$ cat config.mk
export PLATFORM = sky130hd
export DESIGN_NAME = mpmc_top
export DESIGN_NICKNAME = d
export VERILOG_FILES = /design/src/hw/mpmc_cfg_pkg.sv /design/src/hw/mpmc_fsm_pkg.sv /design/src/hw/mpmc_arbiter.sv /design/src/hw/mpmc_datapath.sv /design/src/hw/mpmc_resv.sv /design/src/hw/mpmc_state_machine.sv /design/src/hw/mpmc_top.sv
export SDC_FILE = /design/constraint.sdc
export NUM_CORES = 1
export LEC_CHECK = 0
export ABC_AREA = 0
export BUFFER_PORTS_ARGS = -buffer_cell sky130_fd_sc_hd__buf_2
export CAP_MARGIN = 20
export CORE_AREA = 2 2 355 357
export CTS_BUF_LIST = sky130_fd_sc_hd__clkbuf_4 sky130_fd_sc_hd__clkbuf_8
export CTS_CLUSTER_SIZE = 20
export DETAILED_ROUTE_END_ITERATION = 7
export DIE_AREA = 0 0 357 359
export HOLD_SLACK_MARGIN = 0.03
export SLEW_MARGIN = 20
export SYNTH_ARGS = -nofsm -noshare
export SYNTH_HDL_FRONTEND = slang
export SYNTH_HIERARCHICAL = 1
export SYNTH_SLANG_ARGS = --single-unit
$ cat constraint.sdc
create_clock -name clk -period 12.15 [get_ports clk]
set_clock_uncertainty 0.2 [all_clocks]
set_input_delay 1.215 -clock clk [delete_from_list [all_inputs] [get_ports clk]]
set_output_delay 1.215 -clock clk [all_outputs]
set_load 0.02 [all_outputs]
$ cat src/hw/mpmc_cfg_pkg.sv
`default_nettype none

package mpmc_cfg_pkg;

	// ====================
	// Controller sizes
	// ====================

	localparam int NCH = 4;
	localparam int CHW = $clog2(NCH);
	localparam int NAR = 2;
	localparam int AW = 32;
	localparam int SW = 32;
	localparam int MAX_STRIPS = 4;
	localparam int LENW = $clog2(MAX_STRIPS);
	// A full line as the channels see it, four strips wide
	localparam int LW = SW * MAX_STRIPS;
	localparam int OFSW = $clog2(LW / 8);
	localparam int LINEW = AW - OFSW;

	// The same address word is read as a byte address or as line and offset
	typedef union packed {
		logic [AW-1:0] raw;
		struct packed {
			logic [LINEW-1:0] line;
			logic [OFSW-1:0] offset;
		} f;
	} mem_adr_u;

	// Response status returned with every channel response
	localparam int STW = 2;
	localparam logic [STW-1:0] ST_OK = 2'd0;
	localparam logic [STW-1:0] ST_SC_FAIL = 2'd1;
	localparam logic [STW-1:0] ST_TIMEOUT = 2'd2;

endpackage

`default_nettype wire

$ cat src/hw/mpmc_fsm_pkg.sv
`default_nettype none

package mpmc_fsm_pkg;

	// Sequencer states, in the order a request walks through them
	typedef enum logic [3:0] {
		IDLE,
		PRESET1,
		PRESET2,
		PRESET3,
		WRITE_DATA0,
		WRITE_DATA1,
		WRITE_DATA2,
		WRITE_DATA3,
		READ_DATA0,
		READ_DATA1,
		READ_DATA2,
		WAIT_NACK
	} mpmc_state_e;

	// Cycles the sequencer may spend in the memory phases before giving up
	localparam int TIMEOUT_CYCLES = 64;

endpackage

`default_nettype wire

$ cat src/hw/mpmc_arbiter.sv
`timescale 1ns/1ps
`default_nettype none

module mpmc_arbiter (
	input wire clk,
	input wire rst,
	input wire [mpmc_cfg_pkg::NCH-1:0] req_valid,
	input wire busy,
	output logic [mpmc_cfg_pkg::CHW-1:0] grant,
	output logic grant_valid
);
	import mpmc_cfg_pkg::*;

	// Channel served last, the search for the next grant starts after it
	logic [CHW-1:0] last;
	logic [CHW-1:0] pick;
	logic [CHW-1:0] cand;

	// Walk the channels from farthest to nearest after the last one served
	// so that the nearest requesting channel wins
	always_comb begin
		pick = last;
		cand = last;
		for (int i = NCH; i >= 1; i--) begin
			cand = last + CHW'(i);
			if (req_valid[cand])
				pick = cand;
		end
	end

	// While a request is in flight the grant stays on the channel being served
	assign grant = busy ? last : pick;
	assign grant_valid = !busy && (|req_valid);

	// Start so that channel 0 is the first one looked at after reset
	always_ff @(posedge clk) begin
		if (rst)
			last <= CHW'(NCH - 1);
		else if (grant_valid)
			last <= pick;
	end

endmodule

`default_nettype wire

$ cat src/hw/mpmc_datapath.sv
`timescale 1ns/1ps
`default_nettype none

module mpmc_datapath (
	input wire clk,
	input wire rst,
	input wire mpmc_fsm_pkg::mpmc_state_e state,
	input wire [mpmc_cfg_pkg::CHW-1:0] grant,
	input wire [mpmc_cfg_pkg::NCH-1:0] ch_we,
	input wire [mpmc_cfg_pkg::NCH-1:0] ch_rsv,
	input wire [mpmc_cfg_pkg::NCH-1:0] ch_cr,
	input wire [mpmc_cfg_pkg::NCH-1:0][mpmc_cfg_pkg::AW-1:0] ch_adr,
	input wire [mpmc_cfg_pkg::NCH-1:0][mpmc_cfg_pkg::LENW-1:0] ch_len,
	input wire [mpmc_cfg_pkg::NCH-1:0][mpmc_cfg_pkg::LW-1:0] ch_wdata,
	input wire app_cmd_ready,
	input wire app_wdf_ready,
	input wire app_rd_valid,
	input wire [mpmc_cfg_pkg::SW-1:0] app_rd_data,
	output logic we,
	output logic cr,
	output logic rsv,
	output mpmc_cfg_pkg::mem_adr_u adr,
	output logic wdf_done,
	output logic cmd_done,
	output logic rsp_done,
	output logic app_cmd_valid,
	output logic app_cmd_we,
	output logic [mpmc_cfg_pkg::AW-1:0] app_adr,
	output logic app_wdf_valid,
	output logic [mpmc_cfg_pkg::SW-1:0] app_wdf_data,
	output logic [mpmc_cfg_pkg::LW-1:0] rdata
);
	import mpmc_cfg_pkg::*;
	import mpmc_fsm_pkg::*;

	// Byte address step between two strips
	localparam int SSH = $clog2(SW / 8);

	logic [LENW-1:0] len_r;
	logic [LW-1:0] wdata_r;
	logic [LENW-1:0] wdf_cnt;
	logic [LENW-1:0] cmd_cnt;
	logic [LENW-1:0] rsp_cnt;
	logic wdf_fire;
	logic cmd_fire;
	logic rd_fire;

	// Sampled every IDLE cycle, the last one is the cycle the grant is taken
	always_ff @(posedge clk) begin
		if (rst) begin
			we <= 1'b0;
			cr <= 1'b0;
			rsv <= 1'b0;
		end else if (state == IDLE) begin
			we <= ch_we[grant];
			cr <= ch_cr[grant];
			rsv <= ch_rsv[grant];
		end
	end

	always_ff @(posedge clk) begin
		if (state == IDLE) begin
			adr.raw <= ch_adr[grant];
			len_r <= ch_len[grant];
			wdata_r <= ch_wdata[grant];
		end
	end

	// Memory ports follow the state, the counters pick the strip
	assign app_wdf_valid = (state == WRITE_DATA0);
	assign app_wdf_data = wdata_r[wdf_cnt * SW +: SW];
	assign app_cmd_valid = (state == WRITE_DATA2) || (state == READ_DATA1);
	assign app_cmd_we = we;
	assign app_adr = adr.raw + (AW'(cmd_cnt) << SSH);

	assign wdf_fire = app_wdf_valid && app_wdf_ready;
	assign cmd_fire = app_cmd_valid && app_cmd_ready;
	// Strips that turn up outside the read phases belong to an abandoned read
	assign rd_fire = app_rd_valid && (state == READ_DATA1 || state == READ_DATA2);

	assign wdf_done = wdf_fire && (wdf_cnt == len_r);
	assign cmd_done = cmd_fire && (cmd_cnt == len_r);
	assign rsp_done = rd_fire && (rsp_cnt == len_r);

	always_ff @(posedge clk) begin
		if (rst || state == IDLE) begin
			wdf_cnt <= '0;
			cmd_cnt <= '0;
			rsp_cnt <= '0;
		end else begin
			if (wdf_fire)
				wdf_cnt <= wdf_cnt + 1'b1;
			if (cmd_fire)
				cmd_cnt <= cmd_cnt + 1'b1;
			if (rd_fire)
				rsp_cnt <= rsp_cnt + 1'b1;
		end
	end

	// Read strips land in request order, strip 0 in the low word
	always_ff @(posedge clk) begin
		if (rd_fire)
			rdata[rsp_cnt * SW +: SW] <= app_rd_data;
	end

endmodule

`default_nettype wire

$ cat src/hw/mpmc_resv.sv
`timescale 1ns/1ps
`default_nettype none

module mpmc_resv (
	input wire clk,
	input wire rst,
	input wire set,
	input wire clear_wr,
	input wire [mpmc_cfg_pkg::CHW-1:0] ch,
	input wire mpmc_cfg_pkg::mem_adr_u adr,
	output logic match
);
	import mpmc_cfg_pkg::*;

	localparam int IDXW = (NAR > 1) ? $clog2(NAR) : 1;

	logic [NAR-1:0] rsv_vld;
	logic [NAR-1:0][CHW-1:0] rsv_ch;
	logic [NAR-1:0][LINEW-1:0] rsv_line;
	logic [IDXW-1:0] repl_ptr;
	logic own_hit;
	logic [IDXW-1:0] own_idx;
	logic free_hit;
	logic [IDXW-1:0] free_idx;
	logic [IDXW-1:0] slot;

	// Look for an entry this channel already owns and for a free entry
	// Lowest index wins in both searches
	always_comb begin
		own_hit = 1'b0;
		own_idx = '0;
		free_hit = 1'b0;
		free_idx = '0;
		match = 1'b0;
		for (int i = NAR - 1; i >= 0; i--) begin
			if (rsv_vld[i] && rsv_ch[i] == ch) begin
				own_hit = 1'b1;
				own_idx = IDXW'(i);
			end
			if (!rsv_vld[i]) begin
				free_hit = 1'b1;
				free_idx = IDXW'(i);
			end
			if (rsv_vld[i] && rsv_ch[i] == ch && rsv_line[i] == adr.f.line)
				match = 1'b1;
		end
	end

	// A channel keeps at most one entry, otherwise a free one is taken,
	// and only when the table is full is an entry evicted
	assign slot = own_hit ? own_idx : (free_hit ? free_idx : repl_ptr);

	always_ff @(posedge clk) begin
		if (rst) begin
			rsv_vld <= '0;
			repl_ptr <= '0;
		end else begin
			// A finished write to a line kills every reservation on it
			if (clear_wr)
				for (int i = 0; i < NAR; i++)
					if (rsv_vld[i] && rsv_line[i] == adr.f.line)
						rsv_vld[i] <= 1'b0;
			if (set) begin
				rsv_vld[slot] <= 1'b1;
				if (!own_hit && !free_hit)
					repl_ptr <= (repl_ptr == IDXW'(NAR - 1)) ? '0 : repl_ptr + 1'b1;
			end
		end
	end

	always_ff @(posedge clk) begin
		if (set) begin
			rsv_ch[slot] <= ch;
			rsv_line[slot] <= adr.f.line;
		end
	end

endmodule

`default_nettype wire

$ cat src/hw/mpmc_state_machine.sv
`timescale 1ns/1ps
`default_nettype none

module mpmc_state_machine (
	input wire clk,
	input wire rst,
	input wire grant_valid,
	input wire we,
	input wire cr,
	input wire resv_match,
	input wire wdf_done,
	input wire cmd_done,
	input wire rsp_done,
	input wire resp_ready,
	output mpmc_fsm_pkg::mpmc_state_e state,
	output logic [mpmc_cfg_pkg::STW-1:0] status
);
	import mpmc_cfg_pkg::*;
	import mpmc_fsm_pkg::*;

	localparam int WDW = $clog2(TIMEOUT_CYCLES + 1);

	mpmc_state_e next_state;
	logic [WDW-1:0] wd_cnt;
	logic timeout;
	logic sc_refused;

	// ====================
	// Watchdog
	// ====================

	// Only the memory phases are timed, waiting on the channel is not
	always_ff @(posedge clk) begin
		if (rst)
			wd_cnt <= '0;
		else if (state == IDLE || state == WAIT_NACK)
			wd_cnt <= '0;
		else
			wd_cnt <= wd_cnt + 1'b1;
	end

	// Fires on the last allowed cycle so the next cycle is already WAIT_NACK
	// The count still holds its old value in the first WAIT_NACK cycle, so only timed states fire
	assign timeout = (wd_cnt == WDW'(TIMEOUT_CYCLES - 1)) &&
		(state != IDLE) && (state != WAIT_NACK);

	// A conditional store without a live reservation never reaches memory
	assign sc_refused = cr && !resv_match;

	// ====================
	// Sequencer
	// ====================

	always_comb begin
		next_state = state;
		case (state)
			IDLE:
				if (grant_valid)
					next_state = PRESET1;
			// Address and data settle in the datapath during the presets
			PRESET1:
				next_state = PRESET2;
			PRESET2:
				next_state = PRESET3;
			// PRESET3 decides between the write path, the read path and a refusal
			PRESET3:
				if (sc_refused)
					next_state = WAIT_NACK;
				else if (we)
					next_state = WRITE_DATA0;
				else
					next_state = READ_DATA0;
			// All write strips go into the data FIFO before any command
			WRITE_DATA0:
				if (wdf_done)
					next_state = WRITE_DATA1;
			WRITE_DATA1:
				next_state = WRITE_DATA2;
			WRITE_DATA2:
				if (cmd_done)
					next_state = WRITE_DATA3;
			WRITE_DATA3:
				next_state = WAIT_NACK;
			READ_DATA0:
				next_state = READ_DATA1;
			// Read commands may still be going out when the first strips return
			READ_DATA1:
				if (cmd_done)
					next_state = READ_DATA2;
			READ_DATA2:
				if (rsp_done)
					next_state = WAIT_NACK;
			WAIT_NACK:
				if (resp_ready)
					next_state = IDLE;
			default:
				next_state = IDLE;
		endcase
		// A hung memory phase is cut short and reported to the channel
		if (timeout)
			next_state = WAIT_NACK;
	end

	always_ff @(posedge clk) begin
		if (rst)
			state <= IDLE;
		else
			state <= next_state;
	end

	// Status is fixed by the time WAIT_NACK shows it and stays put there
	always_ff @(posedge clk) begin
		if (rst)
			status <= ST_OK;
		else if (timeout)
			status <= ST_TIMEOUT;
		else if (state == IDLE && grant_valid)
			status <= ST_OK;
		else if (state == PRESET3 && sc_refused)
			status <= ST_SC_FAIL;
	end

endmodule

`default_nettype wire

$ cat src/hw/mpmc_top.sv
`timescale 1ns/1ps
`default_nettype none

module mpmc_top (
	input wire clk,
	input wire rst,
	input wire [mpmc_cfg_pkg::NCH-1:0] ch_req_valid,
	input wire [mpmc_cfg_pkg::NCH-1:0] ch_we,
	input wire [mpmc_cfg_pkg::NCH-1:0] ch_rsv,
	input wire [mpmc_cfg_pkg::NCH-1:0] ch_cr,
	input wire [mpmc_cfg_pkg::NCH-1:0][mpmc_cfg_pkg::AW-1:0] ch_adr,
	input wire [mpmc_cfg_pkg::NCH-1:0][mpmc_cfg_pkg::LENW-1:0] ch_len,
	input wire [mpmc_cfg_pkg::NCH-1:0][mpmc_cfg_pkg::LW-1:0] ch_wdata,
	output logic [mpmc_cfg_pkg::NCH-1:0] ch_req_ready,
	output logic [mpmc_cfg_pkg::NCH-1:0] ch_resp_valid,
	output logic [mpmc_cfg_pkg::STW-1:0] ch_resp_status,
	output logic [mpmc_cfg_pkg::LW-1:0] ch_rdata,
	input wire [mpmc_cfg_pkg::NCH-1:0] ch_resp_ready,
	output logic app_cmd_valid,
	output logic app_cmd_we,
	output logic [mpmc_cfg_pkg::AW-1:0] app_adr,
	input wire app_cmd_ready,
	output logic app_wdf_valid,
	output logic [mpmc_cfg_pkg::SW-1:0] app_wdf_data,
	input wire app_wdf_ready,
	input wire app_rd_valid,
	input wire [mpmc_cfg_pkg::SW-1:0] app_rd_data
);
	import mpmc_cfg_pkg::*;
	import mpmc_fsm_pkg::*;

	logic [CHW-1:0] grant;
	logic grant_valid;
	logic busy;
	mpmc_state_e state;
	logic [STW-1:0] status;
	logic we_l;
	logic cr_l;
	logic rsv_l;
	mem_adr_u adr_l;
	logic wdf_done;
	logic cmd_done;
	logic rsp_done;
	logic resv_match;
	logic resv_set;
	logic resv_clr;
	logic resp_ready;
	logic [NCH-1:0] grant_oh;

	// ====================
	// Channel handshakes
	// ====================

	assign busy = (state != IDLE);
	assign grant_oh = NCH'(1) << grant;
	// The request is taken in the IDLE cycle that shows a grant
	assign ch_req_ready = (state == IDLE && grant_valid) ? grant_oh : '0;
	assign ch_resp_valid = (state == WAIT_NACK) ? grant_oh : '0;
	assign resp_ready = ch_resp_ready[grant];
	assign ch_resp_status = status;

	// A reservation is made once the reserving read has been delivered,
	// and any write that reached memory drops reservations on its line
	assign resv_set = (state == WAIT_NACK) && resp_ready && rsv_l && (status == ST_OK);
	assign resv_clr = (state == WRITE_DATA3);

	mpmc_arbiter u_arbiter (
		.clk(clk),
		.rst(rst),
		.req_valid(ch_req_valid),
		.busy(busy),
		.grant(grant),
		.grant_valid(grant_valid)
	);

	mpmc_state_machine u_state_machine (
		.clk(clk),
		.rst(rst),
		.grant_valid(grant_valid),
		.we(we_l),
		.cr(cr_l),
		.resv_match(resv_match),
		.wdf_done(wdf_done),
		.cmd_done(cmd_done),
		.rsp_done(rsp_done),
		.resp_ready(resp_ready),
		.state(state),
		.status(status)
	);

	mpmc_datapath u_datapath (
		.clk(clk),
		.rst(rst),
		.state(state),
		.grant(grant),
		.ch_we(ch_we),
		.ch_rsv(ch_rsv),
		.ch_cr(ch_cr),
		.ch_adr(ch_adr),
		.ch_len(ch_len),
		.ch_wdata(ch_wdata),
		.app_cmd_ready(app_cmd_ready),
		.app_wdf_ready(app_wdf_ready),
		.app_rd_valid(app_rd_valid),
		.app_rd_data(app_rd_data),
		.we(we_l),
		.cr(cr_l),
		.rsv(rsv_l),
		.adr(adr_l),
		.wdf_done(wdf_done),
		.cmd_done(cmd_done),
		.rsp_done(rsp_done),
		.app_cmd_valid(app_cmd_valid),
		.app_cmd_we(app_cmd_we),
		.app_adr(app_adr),
		.app_wdf_valid(app_wdf_valid),
		.app_wdf_data(app_wdf_data),
		.rdata(ch_rdata)
	);

	mpmc_resv u_resv (
		.clk(clk),
		.rst(rst),
		.set(resv_set),
		.clear_wr(resv_clr),
		.ch(grant),
		.adr(adr_l),
		.match(resv_match)
	);

endmodule

`default_nettype wire

==> impl.org, run 1 <==
** Routing
- Drt pass-1 iters :: 5
- Final Routed Wirelength :: 97.2 mm
- After detailed routing, the number of remaining DRC violations is 0.
- For this block, the initial DRC count from the detailed router was 1376.
- Post-detailed-route wirelength per cell :: 25.6 um
- Once detail routing completed, the nets flagged for antenna violations numbered 0.
- Avg Vias per Cell :: 4.08
- Via count of the routed design :: 15500

** Clock tree
- The later pin in the worst-skew pair is clocked with a latency of 750 ps.
- TritonCTS built the clock tree.
- Counting along the longest clock path gives a buffer depth of 3.
- The number of setup buffers added after CTS is 0.
- For this design, the sink count on the clock tree is 377.
- Clock edge transition at the registers on the reported setup and hold paths :: 60 ps
- Gates resized during post-CTS repair numbered 0.
- Hold repair after CTS inserted 0 buffers.
- The tree is rooted in a sky130_fd_sc_hd__clkbuf_8.
- Clock H-tree levels :: 3
- Number of buffers created by CTS :: 72

** Setup path
- STA classifies the critical path endpoint as a flop.
- The critical path is of the flop to flop type.
- Of all nets on the critical path, the largest fanout is 62.
- In this run the critical register-to-register path is captured at u_datapath/wdata_r[116].
- R2R depth :: 6
- The startpoint identified for the worst register-to-register timing path is u_state_machine/state[2].
- Register-to-register setup slack :: 7000 ps
- The most critical setup path has its startpoint at u_state_machine/state[2].
- Arrival time of the worst setup path :: 5430 ps
- End point of the critical path :: u_datapath/wdata_r[116]
- The worst setup path is launched from a flop.
- Endpoint required time on the critical path :: 12430 ps

** STA
- Measured against its own limit, the worst slew margin works out to 31.6%.
- Final worst hold slack :: 251 ps
- Final Cycle Share :: 42.4%
- Final critical-path required period :: 5150 ps
- Actual transition at the worst max-transition pin :: 1030 ps
- Total of endpoints with negative setup slack in the final report :: 0
- Adding up every negative setup slack in the final design gives 0 ps.
- Setup repair after global routing left no endpoint under its margin.
- The number of hold violations in the final report is 0.
- Max Fclk :: 0.194 GHz
- Final count of pins violating max slew :: 0

** Finish
- Layout area overhead :: 42.0%
- Commonest cells after routing, fill and taps aside :: sky130_fd_sc_hd__buf_2, sky130_fd_sc_hd__edfxtp_1, sky130_fd_sc_hd__mux4_2, sky130_fd_sc_hd__and2_1, sky130_fd_sc_hd__clkbuf_8
- Leading cell type in the layout, fill and taps excluded :: sky130_fd_sc_hd__buf_2
- Layout net count :: 2765
- In the final layout, the share of cells above drive strength 1 is 60.5%.
- After filler insertion, the fill cell instance count of the layout stands at 13300.
- Measured on the finished design, the core utilization comes to 21.9%.

** Power
- Dividing total power by cell area gives a power density of 225 nW/um^2.
- For this design the total switching power over the nets is 0.00223 W.
- Of the total power, the share spent switching nets is 36.3%.
- Sequential share of power :: 38.1%
- Peak ir drop on the vdd network :: 0.346 mV
- Cell internal power was estimated by the tool at 0.00391 W.
- In this run, the clock network consumes 21.3% of the power.
- Combinational Power Share :: 40.6%
- For this design the static power due to leakage is 10.8 nW.

** Global route
- The via count of the first global-routing pass came to 15100.
- Antenna violations before repair :: 112
- Tot GR Track Use :: 14.6%
- Global-route wire length before repair :: 127 mm
- Most Used Layer, Global Route :: met2
- Met3 capacity usage during global routing :: 5.36%
- Global-route met1 utilization :: 17.2%
- Pin count of the biggest net entering global routing :: 129
- Overflow after GRT :: 0
- Met2 track utilization from global routing :: 23.1%

** Placement
- Final HPWL from detailed placement :: 80.0 mm
- Global placer's final weighted congestion :: 0.989
- The count of buffers added on input and output ports is 909.

** Die
- The floorplan step set the die height to 359 um.
- The initialized floorplan defines 130 standard-cell rows.
- The core region is 125000 um^2.
- Die Wd :: 357 um
- Die ar. :: 128000 um^2
- Initial Util :: 15.4%
- Total I/O pin count :: 910

** Yosys
- Sequential elements use 57.6% of the synthesized area.
- Synth Warn # :: 6
- Most used flip-flop cell after synthesis :: sky130_fd_sc_hd__edfxtp_1
- The synthesized design contains 350 enable-type register cells.
- Library cells used by synthesis :: 68
- The average instance in the mapped netlist occupies 17.1 um^2.
- Counting flops and latches in the post-synthesis netlist gives 377.
- Summed instance area of the synthesized netlist :: 19200 um^2
- Counting flops with an async set or reset pin after synthesis yields a share of 0%.
- Synth Net Count :: 1835
- Counting every instance in the synthesized netlist gives 1121.

** Run
- The tool flagged a number of max-cap violations equal to 0.

** Run status
- Outcome :: completed

** Min path
- Class of the tightest hold or removal check :: flop to flop
-- through the flow --
stage	area, um^2	setup WS, ps	std cells	total power (W)
floorplan	19200	1320	1121	0.00411
global placement	25700	6450	3627	0.00484
detailed placement	25700	6380	3627	0.00488
CTS	27100	6960	3753	0.00623
global route	27200	6780	3781	0.00644
finish	27200	7000	3800	0.00614
-- logic make-up (layout without fill, tap and decap cells) --
logic type | count (synthesis) | in the layout | synth area share (%)
XOR/XNOR | 105 | 105 | 4.80
AND/OR/NAND/NOR | 311 | 311 | 10.2
other | 0 | 47 | 0
buffers and inverters | 81 | 1063 | 2.00
multiplexers | 203 | 203 | 23.5
flip-flops | 377 | 377 | 57.6
adder cells (fa/ha/maj) | 9 | 9 | 0.626
AO/OA/AOI/OAI | 35 | 35 | 1.25
-- registers in the layout, indices dropped and copies added (netlist names) --
name / flops
u_datapath/wdata_r: 128
u_state_machine/wd_cnt: 7
u_resv/rsv_ch: 4
u_datapath/cmd_cnt: 2
u_datapath/len_r: 2
u_datapath/wdf_cnt: 2
u_resv/rsv_line: 56
u_state_machine/status: 2
u_resv/repl_ptr: 1
u_datapath/rsv: 1
u_datapath/adr: 32
u_datapath/rsp_cnt: 2
u_state_machine/state: 4
u_arbiter/last: 2
u_datapath/cr: 1
u_resv/rsv_vld: 2
u_datapath/rdata: 128
u_datapath/app_cmd_we: 1
-- Yosys cell counts (14+ instances only) --
master                     number  share of area (%)
sky130_fd_sc_hd__buf_2         25               0.65
sky130_fd_sc_hd__xor2_1        52                2.4
sky130_fd_sc_hd__nor4_1        14               0.46
sky130_fd_sc_hd__mux4_2       198                 23
sky130_fd_sc_hd__clkbuf_1      27               0.53
sky130_fd_sc_hd__dfxtp_1       27                2.8
sky130_fd_sc_hd__and2_1       134                4.4
sky130_fd_sc_hd__nand3_1       19               0.50
sky130_fd_sc_hd__nand4_1       15               0.49
sky130_fd_sc_hd__xnor2_1       53                2.4
sky130_fd_sc_hd__edfxtp_1     350                 55
sky130_fd_sc_hd__nand2_1       25               0.49
sky130_fd_sc_hd__nor2_1        32               0.63
-- worst min path at each step --
stage / startpoint / endpoint / slack (ps) / depth (start not counted)
2_1_floorplan: u_state_machine/wd_cnt[0] / u_state_machine/wd_cnt[0] / 210 / 1
3_3_place_gp: u_state_machine/wd_cnt[0] / u_state_machine/wd_cnt[0] / 220 / 1
3_5_place_dp: u_state_machine/wd_cnt[0] / u_state_machine/wd_cnt[0] / 250 / 1
4_1_cts: u_state_machine/wd_cnt[0] / u_state_machine/wd_cnt[0] / 250 / 1
5_1_grt: u_state_machine/wd_cnt[0] / u_state_machine/wd_cnt[0] / 270 / 1
6_report: u_state_machine/wd_cnt[0] / u_state_machine/wd_cnt[0] / 250 / 1
-- per-layer routing --
layer,wire length (um),share of wire (%),vias up
li1,-,-,6432
met1,36000,37,7657
met2,45000,46,1073
met3,10900,11,275
met4,4930,5.1,54
met5,347,0.36,-
-- worst max-delay path, stage by stage, from the launching register on --
cell and delay (ps):
sky130_fd_sc_hd__dfxtp_1 530, sky130_fd_sc_hd__or4_4 760, sky130_fd_sc_hd__o21ai_4 660, sky130_fd_sc_hd__buf_4 680, sky130_fd_sc_hd__buf_4 730, sky130_fd_sc_hd__buf_4 790, sky130_fd_sc_hd__mux4_2 420
-- area by class of cell --
cell class	count	area (um^2)	share of cell area, %
multi-input combinational	663	7800	28.7
tap	1650	2060	7.58
sequential	377	11100	40.6
clock buffer	95	1170	4.30
clock inverter	31	277	1.02
timing repair buffer	925	4690	17.2
antenna	47	118	0.432
inverter	12	45.0	0.165
-- power groups by stage --
stage	clock [W]	sequential [W]	combinational (W)
floorplan	0	0.00225	0.00186
global placement	0	0.00237	0.00247
detailed placement	0	0.00236	0.00252
CTS	0.00135	0.00234	0.00253
global route	0.00141	0.00237	0.00266
finish	0.00131	0.00234	0.00249
Note: power is estimated with default switching activity, not from simulation.
==> run 2, diff against run 1 <==
clock period = 5 ns   (was 12.15 ns; I/O delays follow)
==> run 2 against run 1 <==
Effect of this change: core utilization up 3.0 points; clock power up 150%; register-to-register slack worse by 6600 ps; count of clock-buffer cells in the layout up 3; sequential cell count unchanged; design area up 14%; critical path type unchanged.
==> impl.org, run 2 (same netlist as run 1, synthesis figures left out) <==
** Run status
- Outcome: completed (unchanged).

** Finish
- Area used by multi-input combinational logic :: 7800 um^2 (unchanged)
- Layout cell share with drive strength beyond 1 :: 51.8% (was 60.5%)
- Largest registers in the final layout :: u_datapath/rdata (128), u_datapath/wdata_r (128), u_resv/rsv_line (56) (unchanged)
- Commonest cells after routing, fill and taps aside :: sky130_fd_sc_hd__buf_2, sky130_fd_sc_hd__dlygate4sd3_1, sky130_fd_sc_hd__edfxtp_1, sky130_fd_sc_hd__mux4_2, sky130_fd_sc_hd__and2_1 (was sky130_fd_sc_hd__buf_2, sky130_fd_sc_hd__edfxtp_1, sky130_fd_sc_hd__mux4_2, sky130_fd_sc_hd__and2_1, sky130_fd_sc_hd__clkbuf_8)
- The post-route core utilization is 24.9% (was 21.9%).
- Number of inserted filler cells in the final layout :: 13200 (was 13300)
- Final cell area excluding filler cells :: 31000 um^2 (was 27200 um^2)
- Area used by sequential logic in the layout :: 11100 um^2 (about the same)
- The number of nets in the layout came to 3142 (was 2765).
- Layout area overhead :: 61.7% (was 42.0%)
- The most common cell after layout, fill and taps aside is sky130_fd_sc_hd__buf_2 (unchanged).

** Global route
- The via count of the first global-routing pass is 17100 (was 15100).
- The number of antenna violations at the first check in global routing is 101 (was 112).
- The wire length of the first global-routing pass came to 134 mm (was 127 mm).
- The residual overflow from global routing came to 0 (unchanged).
- The global router's overall resource usage is 15.1% (was 14.6%).
- Pin count of the biggest net entering global routing :: 109 (was 129)

** Setup path
- The largest fanout on the critical path was 44 (was 62).
- Endpoint required time on the critical path :: 5280 ps (was 12430 ps)
- The sort of element at the start of the critical path is a flop (unchanged).
- Critical path endpoint category :: flop (unchanged)
- Start of the worst register-to-register path :: u_state_machine/state[2] (unchanged)
- Worst setup startpoint :: u_state_machine/state[2] (unchanged)
- The internal reg-to-reg setup slack is 430 ps (was 7000 ps).
- Worst flop-to-flop path endpoint :: u_datapath/wdata_r[114] (was u_datapath/wdata_r[116])
- R2R depth :: 10 (was 6)
- WS Path Type :: flop to flop (unchanged)
- The arrival time at the worst endpoint is 4850 ps (was 5430 ps).
- The end of the critical path is u_datapath/wdata_r[114] (was u_datapath/wdata_r[116]).

** Clock tree
- The maximum root-to-sink buffer count is 3 (unchanged).
- The TritonCTS clock tree is done (unchanged).
- The clock net sink count came to 377 (unchanged).
- The number of buffers created by CTS is 72 (unchanged).
- The clock-pin slew of the registers on the worst-case setup and hold paths is 60 ps (about the same).
- The number of gates given a new drive strength after cts came to 0 (unchanged).
- The clock latency of the later-clocked register in the worst-skew pair was 760 ps (was 750 ps).
- The root buffer cell is sky130_fd_sc_hd__clkbuf_8 (unchanged).
- Clock H-tree levels :: 3 (unchanged)
- Post-CTS Setup Repair Bufs :: 0 (unchanged)

** Routing
- The mean routed wirelength per cell was 24.0 um (was 25.6 um).
- The number of vias per cell after detailed routing came to 4.06 (was 4.08).
- Number of DRC violations after detailed routing :: 0 (unchanged)
- The remaining number of nets flagged by the antenna check after routing was 0 (unchanged).
- Drt pass-1 iters :: 5 (unchanged)
- The vias after detailed routing came to 16900 (was 15500).
- Number of DRC violations after detailed-routing iteration 0 :: 1509 (was 1376)
- Final Routed Wirelength :: 100 mm (was 97.2 mm)

** Power
- Reported leakage power :: 12.4 nW (was 10.8 nW)
- The net switching fraction of the power is 34.0% (was 36.3%).
- Net switching component of the power :: 0.00576 W (was 0.00223 W)
- The share of total power in combinational logic is 47.7% (was 40.6%).
- Proportion of power drawn by the clock network :: 18.9% (was 21.3%)
- The internal power summed over all cells is 0.0112 W (was 0.00391 W).
- The total power after layout was 0.0169 W (was 0.00614 W).
- Power density over the cells :: 546 nW/um^2 (was 225 nW/um^2)
- The worst vdd rail ir drop came to 0.548 mV (was 0.346 mV).
- The fraction of power consumed by sequential logic is 33.4% (was 38.1%).

** STA
- The headroom to the max-slew limit is 33.6% (was 31.6%).
- The number of hold violations in the final report is 0 (unchanged).
- Final Cycle Share :: 91.4% (was 42.4%)
- The transition time at the pin with the least slew margin is 996 ps (was 1030 ps).
- The number of max-slew violations in the final report was 0 (unchanged).
- The clock period minus worst slack was 4570 ps (was 5150 ps).
- Unrepaired setup endpoints after global routing: false (unchanged).
- Final worst hold slack :: 153 ps (was 251 ps)
- Total of endpoints with negative setup slack in the final report :: 0 (unchanged)
- Max Fclk :: 0.219 GHz (was 0.194 GHz)
- Smallest setup slack after layout :: 428 ps (was 7000 ps)

** Die
- The initial standard-cell utilization of the core was 15.4% (unchanged).
- Die Wd :: 357 um (unchanged)
- Die ar. :: 128000 um^2 (unchanged)
- Std cell rows :: 130 (unchanged)
- The core region area is 125000 um^2 (unchanged).
- Die H :: 359 um (unchanged)
- The number of placed I/O pins was 910 (unchanged).

** Placement
- The worst setup slack after placement was 880 ps (was 6380 ps).
- The sum of net half-perimeters after detailed placement is 80.2 mm (was 80.0 mm).
- The placed standard-cell area was 25800 um^2 (was 25700 um^2).
- Count of input and output buffers :: 909 (unchanged)
- The final RePlAce weighted congestion is 0.967 (was 0.989).

** Min path
- The origin of the worst min-delay path is ch_req_valid[1] (was u_state_machine/wd_cnt[0]).
- The worst hold-check path type was primary input to flop (was flop to flop).

** Run
- Count of max-cap constraint violations :: 0 (unchanged)
[run 2: layout make-up]
type,instances,share of cell area (%)
clock buffers,98,3.88
diodes,35,0.282
inverters,12,0.145
multi-input cells,663,25.2
well taps,1650,6.66
repair buffers,1302,27.4
clock inverters,32,0.831
flip-flops and latches,377,35.7
[run 2: per-layer routing]
metal | vias up | wire length, um | track usage (%)
met5 | - | 297 | 0
met4 | 48 | 5040 | 7.83
met3 | 268 | 10600 | 5.17
met2 | 1030 | 47300 | 24.8
met1 | 8402 | 36900 | 17.4
li1 | 7175 | - | -
[run 2: how the worst min path moves through the flow]
stage | endpoint | slack [ps] | depth (start not counted)
detailed placement | u_state_machine/wd_cnt[0] | 230 | 1
floorplan | u_state_machine/wd_cnt[0] | 210 | 1
global route | u_arbiter/last[1] | 110 | 4
global placement | u_state_machine/wd_cnt[0] | 220 | 1
CTS | u_arbiter/last[1] | 30 | 4
finish | u_arbiter/last[1] | 150 | 4
[run 2: power groups by stage]
stage	Sequential, W	Clock (W)	Combinational [W]
final	0.00566	0.00321	0.00808
after detailed placement	0.00572	0	0.00624
after floorplan	0.00539	0	0.00450
after global placement	0.00573	0	0.00615
after global routing	0.00575	0.00343	0.00854
after CTS	0.00568	0.00331	0.00800
[run 2: through the flow]
step / instances / TNS [ps]
global route: 4158 / 0
global placement: 3639 / 0
floorplan: 1121 / -239460
finish: 4169 / 0
detailed placement: 3639 / 0
CTS: 4134 / 0
[run 2: critical path, cell delays in order (launching register included)]
cell	delay [ps]
sky130_fd_sc_hd__dfxtp_1	290
sky130_fd_sc_hd__buf_4	200
sky130_fd_sc_hd__or4_4	680
sky130_fd_sc_hd__nor2_1	120
sky130_fd_sc_hd__o21ai_1	70
sky130_fd_sc_hd__nand4_1	310
sky130_fd_sc_hd__buf_4	280
sky130_fd_sc_hd__buf_12	260
sky130_fd_sc_hd__buf_4	530
sky130_fd_sc_hd__mux4_2	570
sky130_fd_sc_hd__dlygate4sd3_1	590
[run 2: timing repair]
| action | in CTS | in global routing |
|---|---|---|
| setup endpoints to repair | 0 | 0 |
| hold buffers | 365 | 0 |
| hold endpoints to repair | 307 | 0 |
